**src/common/arc_defs.svh**
```systemverilog
//~~~~~~~~~~~~~~~~~~~~~~~~~~~~~~~~~~~~~~~~
// Screen geometry of the small display
// Pixel clock enable divisors
// Tile map size and pixel latency
//~~~~~~~~~~~~~~~~~~~~~~~~~~~~~~~~~~~~~~~~
`ifndef ARC_DEFS_SVH
`define ARC_DEFS_SVH

// Horizontal, in pixels
`define ARC_HTOTAL      64
`define ARC_HACTIVE     48
`define ARC_HS_START    52
`define ARC_HS_LEN      4

// Vertical, in lines
`define ARC_VTOTAL      40
`define ARC_VACTIVE     32
`define ARC_VS_START    34
`define ARC_VS_LEN      2

// clk cycles per enable pulse
`define ARC_CEN2_DIV    2
`define ARC_CEN_DIV     4

// Tile map, 8x4 entries with 6 columns on screen
`define ARC_MAP_COLS    8
`define ARC_MAP_ROWS    4
`define ARC_TILE_COLS   6

// One tile of fetch plus two pixel stages
`define ARC_PIX_LAG     10

`endif

```
**src/common/arc_pkg.sv**
```systemverilog
//~~~~~~~~~~~~~~~~~~~~~~~~~~~~~~~~~~~~~~~~
// Shared types of the arcade core
// Video position and sync bundles
// CPU bus and tile ROM request
//~~~~~~~~~~~~~~~~~~~~~~~~~~~~~~~~~~~~~~~~
`default_nettype none

package arc_pkg;

    // Plain widths
    typedef logic [8:0]  hcnt_t;
    typedef logic [8:0]  vcnt_t;
    typedef logic [7:0]  tile_code_t;
    typedef logic [1:0]  tile_color_t;
    typedef logic [3:0]  pix_t;
    // Colour bank on top of the pixel nibble
    typedef logic [5:0]  pal_idx_t;
    // Tile code on top of the pixel row
    typedef logic [10:0] rom_addr_t;
    // Leftmost pixel sits in the lowest nibble
    typedef logic [31:0] rom_data_t;
    typedef logic [15:0] cpu_word_t;
    // Top bit picks the palette, otherwise the tile map
    typedef logic [8:0]  cpu_addr_t;

    typedef struct packed {
        logic [4:0] red;
        logic [4:0] green;
        logic [4:0] blue;
    } rgb_t;

    typedef struct packed {
        hcnt_t hcount;
        vcnt_t vcount;
    } vid_pos_t;

    typedef struct packed {
        logic hs;
        logic vs;
        logic lhbl;
        logic lvbl;
    } vid_sync_t;

    typedef struct packed {
        logic       wr;
        logic       rd;
        cpu_addr_t  addr;
        cpu_word_t  data;
        logic [1:0] dsn;
    } cpu_bus_t;

    typedef struct packed {
        logic      cs;
        rom_addr_t addr;
    } rom_req_t;

endpackage

`default_nettype wire

```
**src/video/vid_timing.sv**
```systemverilog
//~~~~~~~~~~~~~~~~~~~~~~~~~~~~~~~~~~~~~~~~
// Video timing generator
// Pixel clock enables, H/V counters
// Delayed sync and blanking, frame count
//~~~~~~~~~~~~~~~~~~~~~~~~~~~~~~~~~~~~~~~~
`timescale 1ns/1ps
`default_nettype none
`include "arc_defs.svh"

module vid_timing (
    input  wire                clk,
    input  wire                rst,
    output logic               pxl2_cen,
    output logic               pxl_cen,
    output arc_pkg::vid_pos_t  pos,
    output arc_pkg::vid_sync_t sync,
    output logic [7:0]         frame_cnt
);
    import arc_pkg::*;

    localparam logic [1:0] CEN_LAST  = 2'(`ARC_CEN_DIV - 1);
    localparam logic [1:0] CEN2_MASK = 2'(`ARC_CEN2_DIV - 1);
    localparam hcnt_t H_LAST = hcnt_t'(`ARC_HTOTAL - 1);
    localparam hcnt_t H_ACT  = hcnt_t'(`ARC_HACTIVE);
    localparam hcnt_t H_HS0  = hcnt_t'(`ARC_HS_START);
    localparam hcnt_t H_HS1  = hcnt_t'(`ARC_HS_START + `ARC_HS_LEN);
    localparam hcnt_t H_LAG  = hcnt_t'(`ARC_PIX_LAG - 1);
    localparam hcnt_t H_WRAP = hcnt_t'(`ARC_HTOTAL - `ARC_PIX_LAG + 1);
    localparam vcnt_t V_LAST = vcnt_t'(`ARC_VTOTAL - 1);
    localparam vcnt_t V_ACT  = vcnt_t'(`ARC_VACTIVE);
    localparam vcnt_t V_VS0  = vcnt_t'(`ARC_VS_START);
    localparam vcnt_t V_VS1  = vcnt_t'(`ARC_VS_START + `ARC_VS_LEN);

    logic [1:0] cen_cnt;
    hcnt_t      hpix;
    logic       lhbl_raw;
    logic       hs_raw;
    logic       lvbl_raw;
    logic       vs_raw;

    always_ff @(posedge clk) begin
        if (rst) begin
            cen_cnt  <= '0;
            pxl2_cen <= 1'b0;
            pxl_cen  <= 1'b0;
        end else begin
            cen_cnt  <= cen_cnt + 2'd1;
            pxl2_cen <= (cen_cnt & CEN2_MASK) == CEN2_MASK;
            pxl_cen  <= cen_cnt == CEN_LAST;
        end
    end

    always_ff @(posedge clk) begin
        if (rst) begin
            pos       <= '0;
            frame_cnt <= '0;
        end else if (pxl_cen) begin
            if (pos.hcount == H_LAST) begin
                pos.hcount <= '0;
                if (pos.vcount == V_LAST) begin
                    pos.vcount <= '0;
                    frame_cnt  <= frame_cnt + 8'd1;
                end else begin
                    pos.vcount <= pos.vcount + 1'b1;
                end
            end else begin
                pos.hcount <= pos.hcount + 1'b1;
            end
        end
    end

    // Screen column of the pixel that reaches rgb next period
    always_comb begin
        if (pos.hcount >= H_LAG) begin
            hpix = pos.hcount - H_LAG;
        end else begin
            hpix = pos.hcount + H_WRAP;
        end
        lhbl_raw = hpix < H_ACT;
        hs_raw   = hpix >= H_HS0 && hpix < H_HS1;
        lvbl_raw = pos.vcount < V_ACT;
        vs_raw   = pos.vcount >= V_VS0 && pos.vcount < V_VS1;
    end

    always_ff @(posedge clk) begin
        if (rst) begin
            sync <= '0;
        end else if (pxl_cen) begin
            sync.hs   <= hs_raw;
            sync.vs   <= vs_raw;
            sync.lhbl <= lhbl_raw;
            sync.lvbl <= lvbl_raw;
        end
    end

endmodule

`default_nettype wire

```
**src/video/char_layer.sv**
```systemverilog
//~~~~~~~~~~~~~~~~~~~~~~~~~~~~~~~~~~~~~~~~
// Character tile layer
// Tile map RAM with CPU port
// Per-tile ROM fetch with deadline
// Pixel shifter and late-fetch counter
//~~~~~~~~~~~~~~~~~~~~~~~~~~~~~~~~~~~~~~~~
`timescale 1ns/1ps
`default_nettype none
`include "arc_defs.svh"

module char_layer (
    input  wire                 clk,
    input  wire                 rst,
    input  wire                 pxl_cen,
    input  wire arc_pkg::vid_pos_t  pos,
    input  wire                 map_we,
    input  wire [4:0]           map_addr,
    input  wire arc_pkg::cpu_word_t cpu_data,
    input  wire [1:0]           dsn,
    output arc_pkg::cpu_word_t  map_dout,
    output arc_pkg::rom_req_t   rom_req,
    input  wire arc_pkg::rom_data_t rom_data,
    input  wire                 rom_ok,
    output arc_pkg::pal_idx_t   pix_idx,
    output logic [7:0]          late_cnt
);
    import arc_pkg::*;

    localparam int    MAP_SIZE  = `ARC_MAP_ROWS * `ARC_MAP_COLS;
    localparam hcnt_t FETCH_END = hcnt_t'(`ARC_TILE_COLS * 8);
    localparam vcnt_t V_ACT     = vcnt_t'(`ARC_VACTIVE);

    cpu_word_t   map_mem [MAP_SIZE];
    cpu_word_t   map_entry;
    tile_code_t  tile_code;
    logic        boundary;
    logic        fetch_en;
    logic        late_now;
    logic        busy;
    logic        restart;
    rom_data_t   word_q;
    rom_data_t   next_word;
    rom_data_t   shift_q;
    tile_color_t color_pend;
    tile_color_t color_q;
    pix_t        pixel;

    // CPU side, byte lanes written on low dsn
    always_ff @(posedge clk) begin
        if (map_we) begin
            if (!dsn[0]) begin
                map_mem[map_addr][7:0] <= cpu_data[7:0];
            end
            if (!dsn[1]) begin
                map_mem[map_addr][15:8] <= cpu_data[15:8];
            end
        end
        map_dout <= map_mem[map_addr];
    end

    // Video side, row from vcount/8 and column from hcount/8
    assign map_entry = map_mem[{pos.vcount[4:3], pos.hcount[5:3]}];
    assign tile_code = map_entry[7:0];

    assign boundary  = pxl_cen && pos.hcount[2:0] == 3'd0;
    assign fetch_en  = pos.vcount < V_ACT && pos.hcount < FETCH_END;
    // Request still open at the tile boundary
    assign late_now  = rom_req.cs && !rom_ok;
    assign next_word = (rom_req.cs && rom_ok) ? rom_data : word_q;

    always_ff @(posedge clk) begin
        if (rst) begin
            rom_req  <= '0;
            busy     <= 1'b0;
            restart  <= 1'b0;
            late_cnt <= '0;
        end else begin
            if (rom_req.cs && rom_ok) begin
                rom_req.cs <= 1'b0;
            end
            if (restart) begin
                rom_req.cs <= 1'b1;
                restart    <= 1'b0;
            end
            if (boundary) begin
                busy <= fetch_en;
                if (late_now) begin
                    // Abandon the fetch
                    rom_req.cs <= 1'b0;
                    if (late_cnt != 8'hff) begin
                        late_cnt <= late_cnt + 8'd1;
                    end
                end
                if (fetch_en) begin
                    rom_req.addr <= {tile_code, pos.vcount[2:0]};
                    // One idle clock after an abandoned request
                    if (late_now) begin
                        restart <= 1'b1;
                    end else begin
                        rom_req.cs <= 1'b1;
                    end
                end
            end
        end
    end

    always_ff @(posedge clk) begin
        if (rom_req.cs && rom_ok) begin
            word_q <= rom_data;
        end
        if (boundary && fetch_en) begin
            color_pend <= map_entry[9:8];
        end
        if (boundary) begin
            color_q <= busy ? color_pend : '0;
            shift_q <= (busy && !late_now) ? next_word : '0;
        end else if (pxl_cen) begin
            shift_q <= shift_q >> 4;
        end
    end

    assign pixel   = shift_q[3:0];
    assign pix_idx = {color_q, pixel};

endmodule

`default_nettype wire

```
**src/video/colmix.sv**
```systemverilog
//~~~~~~~~~~~~~~~~~~~~~~~~~~~~~~~~~~~~~~~~
// Colour mixer
// Palette RAM with CPU port
// RGB555 lookup and blanking
//~~~~~~~~~~~~~~~~~~~~~~~~~~~~~~~~~~~~~~~~
`timescale 1ns/1ps
`default_nettype none

module colmix (
    input  wire                     clk,
    input  wire                     rst,
    input  wire                     pxl_cen,
    input  wire arc_pkg::pal_idx_t  pix_idx,
    input  wire arc_pkg::vid_sync_t sync,
    input  wire                     pal_we,
    input  wire arc_pkg::pal_idx_t  pal_addr,
    input  wire arc_pkg::cpu_word_t cpu_data,
    input  wire [1:0]               dsn,
    output arc_pkg::cpu_word_t      pal_dout,
    output arc_pkg::rgb_t           rgb
);
    import arc_pkg::*;

    cpu_word_t pal_mem [2**$bits(pal_idx_t)];
    cpu_word_t pal_word;
    rgb_t      rgb_q;

    always_ff @(posedge clk) begin
        if (pal_we) begin
            if (!dsn[0]) begin
                pal_mem[pal_addr][7:0] <= cpu_data[7:0];
            end
            if (!dsn[1]) begin
                pal_mem[pal_addr][15:8] <= cpu_data[15:8];
            end
        end
        pal_dout <= pal_mem[pal_addr];
    end

    assign pal_word = pal_mem[pix_idx];

    // Word layout is blue, green, red from the top
    always_ff @(posedge clk) begin
        if (rst) begin
            rgb_q <= '0;
        end else if (pxl_cen) begin
            rgb_q.red   <= pal_word[4:0];
            rgb_q.green <= pal_word[9:5];
            rgb_q.blue  <= pal_word[14:10];
        end
    end

    // Blanking edges move on the same pxl_cen as rgb_q
    assign rgb = (sync.lhbl && sync.lvbl) ? rgb_q : '0;

endmodule

`default_nettype wire

```
**src/hdl/arc_game.sv**
```systemverilog
//~~~~~~~~~~~~~~~~~~~~~~~~~~~~~~~~~~~~~~~~
// Game top level
// Timing, tile layer and colour mixer
// CPU write decode and readback
// Status dump register
//~~~~~~~~~~~~~~~~~~~~~~~~~~~~~~~~~~~~~~~~
`timescale 1ns/1ps
`default_nettype none

module arc_game (
    input  wire                     clk,
    input  wire                     rst,
    output logic                    pxl2_cen,
    output logic                    pxl_cen,
    output arc_pkg::rgb_t           rgb,
    output logic                    HS,
    output logic                    VS,
    output logic                    LHBL,
    output logic                    LVBL,
    input  wire arc_pkg::cpu_bus_t  cpu,
    output arc_pkg::cpu_word_t      cpu_din,
    input  wire [7:0]               st_addr,
    output logic [7:0]              st_dout,
    output arc_pkg::rom_req_t       rom_req,
    input  wire arc_pkg::rom_data_t rom_data,
    input  wire                     rom_ok
);
    import arc_pkg::*;

    vid_pos_t   pos;
    vid_sync_t  sync;
    pal_idx_t   pix_idx;
    logic [7:0] frame_cnt;
    logic [7:0] late_cnt;
    cpu_word_t  map_dout;
    cpu_word_t  pal_dout;
    cpu_word_t  rd_word;
    cpu_word_t  din_q;
    logic       map_we;
    logic       pal_we;
    logic       rd_q;
    logic       sel_pal;

    // Address bit 8 picks palette over tile map
    assign map_we = cpu.wr && !cpu.addr[8];
    assign pal_we = cpu.wr && cpu.addr[8];

    assign HS   = sync.hs;
    assign VS   = sync.vs;
    assign LHBL = sync.lhbl;
    assign LVBL = sync.lvbl;

    vid_timing u_timing (
        .clk       ( clk       ),
        .rst       ( rst       ),
        .pxl2_cen  ( pxl2_cen  ),
        .pxl_cen   ( pxl_cen   ),
        .pos       ( pos       ),
        .sync      ( sync      ),
        .frame_cnt ( frame_cnt )
    );

    char_layer u_char (
        .clk       ( clk            ),
        .rst       ( rst            ),
        .pxl_cen   ( pxl_cen        ),
        .pos       ( pos            ),
        .map_we    ( map_we         ),
        .map_addr  ( cpu.addr[4:0]  ),
        .cpu_data  ( cpu.data       ),
        .dsn       ( cpu.dsn        ),
        .map_dout  ( map_dout       ),
        .rom_req   ( rom_req        ),
        .rom_data  ( rom_data       ),
        .rom_ok    ( rom_ok         ),
        .pix_idx   ( pix_idx        ),
        .late_cnt  ( late_cnt       )
    );

    colmix u_colmix (
        .clk       ( clk            ),
        .rst       ( rst            ),
        .pxl_cen   ( pxl_cen        ),
        .pix_idx   ( pix_idx        ),
        .sync      ( sync           ),
        .pal_we    ( pal_we         ),
        .pal_addr  ( cpu.addr[5:0]  ),
        .cpu_data  ( cpu.data       ),
        .dsn       ( cpu.dsn        ),
        .pal_dout  ( pal_dout       ),
        .rgb       ( rgb            )
    );

    always_ff @(posedge clk) begin
        if (rst) begin
            rd_q    <= 1'b0;
            sel_pal <= 1'b0;
            st_dout <= '0;
        end else begin
            rd_q <= cpu.rd;
            if (cpu.rd) begin
                sel_pal <= cpu.addr[8];
            end
            case (st_addr[7:4])
                4'd0:    st_dout <= frame_cnt;
                4'd1:    st_dout <= late_cnt;
                default: st_dout <= '0;
            endcase
        end
    end

    // RAM read data is live the cycle after rd, then held here
    assign rd_word = sel_pal ? pal_dout : map_dout;

    always_ff @(posedge clk) begin
        if (rd_q) begin
            din_q <= rd_word;
        end
    end

    assign cpu_din = rd_q ? rd_word : din_q;

endmodule

`default_nettype wire

```
**config.mk**
```make
export PLATFORM = sky130hd
export DESIGN_NAME = arc_game
export DESIGN_NICKNAME = d
export VERILOG_FILES = /design/src/common/arc_pkg.sv /design/src/video/vid_timing.sv /design/src/video/char_layer.sv /design/src/video/colmix.sv /design/src/hdl/arc_game.sv
export VERILOG_INCLUDE_DIRS = /design/src /design/src/common
export SDC_FILE = /design/constraint.sdc
export NUM_CORES = 2
export LEC_CHECK = 0
export BUFFER_PORTS_ARGS = -buffer_cell sky130_fd_sc_hd__buf_2
export CORE_ASPECT_RATIO = 1.75
export CORE_MARGIN = 5
export CORE_UTILIZATION = 50
export DETAILED_ROUTE_END_ITERATION = 10
export GPL_TIMING_DRIVEN = 0
export PLACE_DENSITY = 0.73
export RECOVER_POWER = 100
export SLEW_MARGIN = 20
export SYNTH_ARGS = -nofsm -noshare
export SYNTH_HDL_FRONTEND = slang
export SYNTH_SLANG_ARGS = --single-unit
```
**constraint.sdc**
```tcl
create_clock -name clk -period 5.2 [get_ports clk]
set_input_delay 0.26 -clock clk [delete_from_list [all_inputs] [get_ports clk]]
set_output_delay 0.26 -clock clk [all_outputs]
set_load 0.01 [all_outputs]
```
* After elaboration in Yosys (flattened, before gate mapping)
Memory sizes are Yosys's and may differ from the RTL's. A register that Yosys moved wholly into a read port is not among the register bits.
Index checks and enable logic that the tools add are counted.
** Cells by class
- Div/mod/pow operators :: 0
- Reduce and logical (&&, ||, !) cells :: 22
- Mux-type cells :: 28
- Eq/ne operators :: 5
- Order comparisons :: 8
- Bitwise gates (word level) :: 2
- Add/subtract/negate cells :: 7
- Multipliers :: 0
- Shifts and indexed selects :: 0
** Operators with widths (count)
- two-way mux 32 bit :: 4
- < comparator 9 x 6 -> 1 bit, second input constant :: 5
- two-way mux 16 bit :: 2
- two-way mux 9 bit :: 3
- two-way mux 12 bit :: 2
- adder 9 x 1 -> 9 bit, second input constant :: 2
- == test 9 x 6 -> 1 bit, second input constant :: 2
- greater-or-equal comparator 9 x 6 -> 1 bit, second input constant :: 2
- adder 8 x 1 -> 8 bit, second input constant :: 2
- one-hot mux 8 bit (2 select lines) :: 1
- two-way mux 1 bit :: 15
- two-way mux 15 bit :: 1
- logical AND 1 bit :: 11
- adder 9 x 6 -> 9 bit, second input constant :: 1
- greater-or-equal comparator 9 x 4 -> 1 bit, second input constant :: 1
- subtractor 9 x 4 -> 9 bit, second input constant :: 1
- inequality test 8 bit, second input constant :: 1
- AND reduction 3 bit :: 2
- == test 4 x 1 -> 1 bit, second input constant :: 1
- zero test 4 bit :: 1
- AND reduction 2 bit :: 2
- zero test 1 bit :: 3
- zero test 3 bit :: 1
- OR reduction 3 bit :: 1
- 4 further kinds :: 5
** Storage, ports and cells
- Word-level logic and storage cells :: 97
- Memory bits (read-only) :: 0
- Output and inout port bits :: 57
- RAM bits :: 1536
- Flip-flop bits (word level) :: 150
- Memories kept :: 2
- Bits in latches :: 0
** Memory list
- u_colmix.pal_mem :: words 64, width 16, rd ports 2, clocked after memory_dff 2, wr ports 1, line colmix.sv:24 : cpu_word_t pal_mem [2**$bits(pal_idx_t)];
- u_char.map_mem :: words 32, width 16, rd ports 2, clocked after memory_dff 1, wr ports 1, line char_layer.sv:33 : cpu_word_t map_mem [MAP_SIZE];

* Logic depth before layout (Yosys ltp)
- Depth after elaboration :: 7
- Depth in mapped cells :: 10
- Mapped depth without buffers :: 8

* Hierarchy
Synthesis repeated with hierarchy kept, for this count alone.
** Second synthesis, totals
- Cells, all modules :: 4663
- Area, all modules :: 76848.7 sq um
** By module, submodules not included
- colmix :: sequential area each 31370.1 sq um, cells each 3033, times used 1, area an instance 48361.4 sq um
- char_layer :: sequential area each 17857.1 sq um, cells each 1327, times used 1, area an instance 25733.4 sq um
- vid_timing :: sequential area each 680.7 sq um, cells each 200, times used 1, area an instance 1737.9 sq um
- arc_game :: sequential area each 520.5 sq um, cells each 103, times used 1, area an instance 1016.0 sq um

* Least setup slack after synthesis
Ideal clock, no wire load.
- Kind :: input-to-reg
- Start :: input port cpu[19] (netlist name)
- End :: memory u_char.map_mem[12][0] (netlist name) (enable)
- Setup slack :: 2.907 ns
- Buffers on the path :: 4
- Arrival time :: 1.923 ns
- Setup time :: 0.370 ns
- Data required time :: 4.830 ns
- Cell stages on the path :: 7
- Cell sequence :: buf_4 -> buf_2 -> buf_2 -> buf_1 -> nor2_1 -> nand2_1 -> nor2_1
** RTL lines
- start, declared :: line arc_game.sv:20 : input wire arc_pkg::cpu_bus_t cpu,
- end, declared :: line char_layer.sv:33
Straight into the memory's write port.

* Worst setup path after layout
- Start :: input port cpu[22] (netlist name)
- End :: memory u_colmix.pal_mem[4][8] (netlist name) (enable)
** RTL lines (line)
- end, declared :: colmix.sv:24
Straight into the memory's write port.

==> impl_metrics.env <==
export IMPL_cts_resized=0
export IMPL_grt_max_degree=97
export IMPL_tns_ns=-0.349
export IMPL_hp_class="in2reg"
export IMPL_fmax_ghz=0.190
export IMPL_clkSinkCount=1733
export IMPL_route_vias_total=51700
export IMPL_via_per_inst=7.55
export IMPL_yosysSeqAreaShare_pct=65.7
export IMPL_wl_per_cell_um=47.8
export IMPL_crit_slowest_cell="nor2_1"
export IMPL_synth_compound_area_share_pct=5.36
export IMPL_port_buffers=117
export IMPL_finalCritPeriodShare_pct=101
export IMPL_clock_latency_ns=0.85
export IMPL_die_area_mm2=0.162
export IMPL_gp_congestion=1.10
export IMPL_finalWorstSetupSlack_ns=-0.0557
export IMPL_ant_nets=0
export IMPL_cp_start_kind="primary input"
export IMPL_hp_start="rom_data[22]"
export IMPL_synth_distinct_cells=76
export IMPL_p_per_area_mw_per_mm2=341
export IMPL_total_leakage_power_nw=27.1
export IMPL_synthXorXnorAreaFrac_pct=0.285
export IMPL_synth_area_mm2=0.0767
export IMPL_final_nets=4769
export IMPL_synthesis_nets=4404
export IMPL_fin_worst_skew_ns=0.0488
export IMPL_crit_type="in2reg"
export IMPL_worstPathArrival_ns=5.70
export IMPL_slew_violations=1621
export IMPL_synth_warnings=0
export IMPL_die_w_um=306
export IMPL_cts_setup_buffers=0
export IMPL_synth_edf_count=1572
export IMPL_slew_headroom_pct=-165
export IMPL_ios=129
export IMPL_grt_ovfl_total=0
export IMPL_avgSynthCellArea_um2=17.7
export IMPL_reg2reg_from="u_char.shift_q[2]"
export IMPL_max_cap_viol_count=37
export IMPL_setup_viol=10
export IMPL_crit_path_start="cpu[22]"
export IMPL_crit_chain="buf_2 > buf_2 > nor3b_1 > clkbuf_1 > clkbuf_1 > nand2_1 > nor2_1"
export IMPL_p_total_mw=29.2
export IMPL_clkTransAtPathRegs_ns=0.07
export IMPL_ys_ff_latch=1733
export IMPL_dpl_worst_slack_ns=0.0136
export IMPL_period_minus_slack_ns=5.26
export IMPL_async_reset_ff_share_pct=0
export IMPL_htreeDepth=4
export IMPL_grt_pass1_vias=50600
export IMPL_mostFrequentLayoutCell="edfxtp_1"
export IMPL_finalHoldViolCount=0
export IMPL_cp_max_fo=10
export IMPL_timing_hold_ws_ns=0.176
export IMPL_drc_errors=0
export IMPL_syn_inst=4324
export IMPL_cts_hold_buffers=56
export IMPL_synth_top_flop_cell="edfxtp_1"
export IMPL_drive_gt1_share_pct=23.9
export IMPL_cts_root_buf="clkbuf_16"
export IMPL_routed_wl_um=327000
export IMPL_cts_inserted_buffers=162
export IMPL_grt_pass1_wl_um=433000
export IMPL_cts_buffer_depth=4
export IMPL_core_area_mm2=0.153
export IMPL_firstDrtPassIters=6
export IMPL_yosys_area_share_simple_pct=4.85
export IMPL_worst_setup_path_end_kind="flip-flop"
export IMPL_synthAdderAreaFrac_pct=0.130
export IMPL_placementRows=190
export IMPL_slowest_delay_ns=1.29
export IMPL_outcome="finished, violations left"
export IMPL_tightest_slew_ns=3.98
export IMPL_grt_usage_pct=40.0
export IMPL_start_util_pct=50.2
export IMPL_violations="capacitance limit, slew limit, setup timing"
export IMPL_required_ns=5.65
export IMPL_synth_mux_area_share_pct=21.2
export IMPL_cts_tree="yes"
export IMPL_rsz0062_at_grt="no"
export IMPL_area_delta_synth_final_pct=11.6
export IMPL_antenna_found_initial=22
export IMPL_drt_iter0_markers=9177
export IMPL_final_cell_mix="1572 x edfxtp_1, 578 x mux4_2, 275 x nor2_1, 273 x clkbuf_1, 217 x mux2i_1"
export IMPL_ir_worst_vdd_uv=335
export IMPL_die_h_um=528
export IMPL_synth_top_family_by_area="multiplexers"
export IMPL_dp_final_hpwl_um=233000
==> cells by family (layout without fill, tap and decap cells) <==
| logic type | count (synthesis) | after routing |
|---|---|---|
| buf+inv | 357 | 838 |
| mux | 892 | 892 |
| flops | 1733 | 1733 |
| simple gates | 760 | 760 |
| other cells | 0 | 25 |
| xor+xnor | 25 | 25 |
| compound gates | 549 | 549 |
| fa+ha+maj | 8 | 8 |
==> layout make-up <==
class,instances,area (um^2)
fillers,11700,67200
flip-flops and latches,1733,50400
multi-input cells,2234,24500
clock buffers,201,4350
well taps,2016,2520
plain buffers,335,1770
repair buffers,201,1280
clock inverters,79,648
inverters,22,82.6
diodes,25,62.6
==> registers in the layout, indices dropped and copies added, names as in the netlist, 2 cells and up <==
| name | cells |
|---|---|
| u_char.rom_req | 12 |
| u_char.color_pend | 2 |
| u_char.color_q | 2 |
| u_char.word_q | 32 |
| u_timing.sync | 4 |
| u_char.map_dout | 16 |
| din_q | 16 |
| u_char.late_cnt | 8 |
| st_dout | 8 |
| u_colmix.pal_dout | 16 |
| u_timing.frame_cnt | 8 |
| u_char.map_mem | 512 |
| u_timing.pos | 18 |
| u_char.shift_q | 32 |
| u_timing.cen_cnt | 2 |
| u_colmix.pal_mem | 1024 |
| u_colmix.rgb_q | 15 |
==> layer usage <==
metal,global-route usage (%),share of wire [%],up-vias
met5,0.695,0.0040,-
met4,41.6,15,2
met3,12.7,12,1989
met2,63.0,46,5283
met1,40.2,27,25700
li1,-,-,18700
==> Yosys cell counts, drive strengths merged, types with 4 or more instances <==
library cell	count	share of area, %
a21oi	67	0.44
nand3	17	0.12
nand2b	38	0.31
a31oi	8	0.065
a311oi	4	0.046
mux2i	217	2.8
nor3	19	0.14
o22ai	42	0.34
mux4	578	17
and3	26	0.21
o2111ai	6	0.069
ha	8	0.13
a2111oi	60	0.69
o21ai	29	0.19
mux2	97	1.4
a211oi	68	0.69
o221ai	17	0.19
or3	8	0.065
nor4	35	0.32
or3b	18	0.21
inv	21	0.10
edfxtp	1572	62
nand2	178	0.87
nor3b	6	0.065
nand4	36	0.31
xnor2	14	0.16
or2	5	0.041
nor2b	76	0.62
a41oi	4	0.046
a22o	90	1.0
dfxtp	161	4.2
a22oi	120	1.2
clkbuf	150	0.73
nor2	277	1.4
o211ai	7	0.069
and2	7	0.057
a221o	9	0.12
buf	185	1.6
xor2	11	0.13
==> power breakdown <==
| group | switching (mW) | total (mW) | internal, mW | leakage (nW) |
|---|---|---|---|---|
| registers | 0.0644 | 15.4 | 15.4 | 15.5 |
| logic | 1.45 | 2.05 | 0.596 | 9.17 |
| clock network | 5.32 | 11.7 | 6.43 | 2.45 |
| total | 6.84 | 29.2 | 22.4 | 27.1 |
==> critical path, delay by kind of cell <==
family	cells	cell delay, ns
buffers and inverters	4	2.35
and+or+nand+nor	3	3.07
==> path summary, 6_finish.rpt <==
| path | to | slack [ns] | cells past startpoint |
|---|---|---|---|
| worst min-delay path | u_char.word_q[22] | 0.18 | 3 |
| worst min register to register | u_timing.cen_cnt[0] | 0.46 | 1 |
| worst max-delay path | u_colmix.pal_mem[4][8] | -0.06 | 7 |
| worst max register to register | u_colmix.rgb_q[12] | 0.24 | 7 |
==> stage by stage <==
stage               util (%)  std cells  cell area [um^2]
global placement        52.2       6457             79800
floorplan                  -       4324             76700
global route            56.0       6825             85600
finish                  56.0       6846             85600
detailed placement      52.7       6482             80600
CTS                     56.3       6818             86100
(Power assumes the default switching activity.)
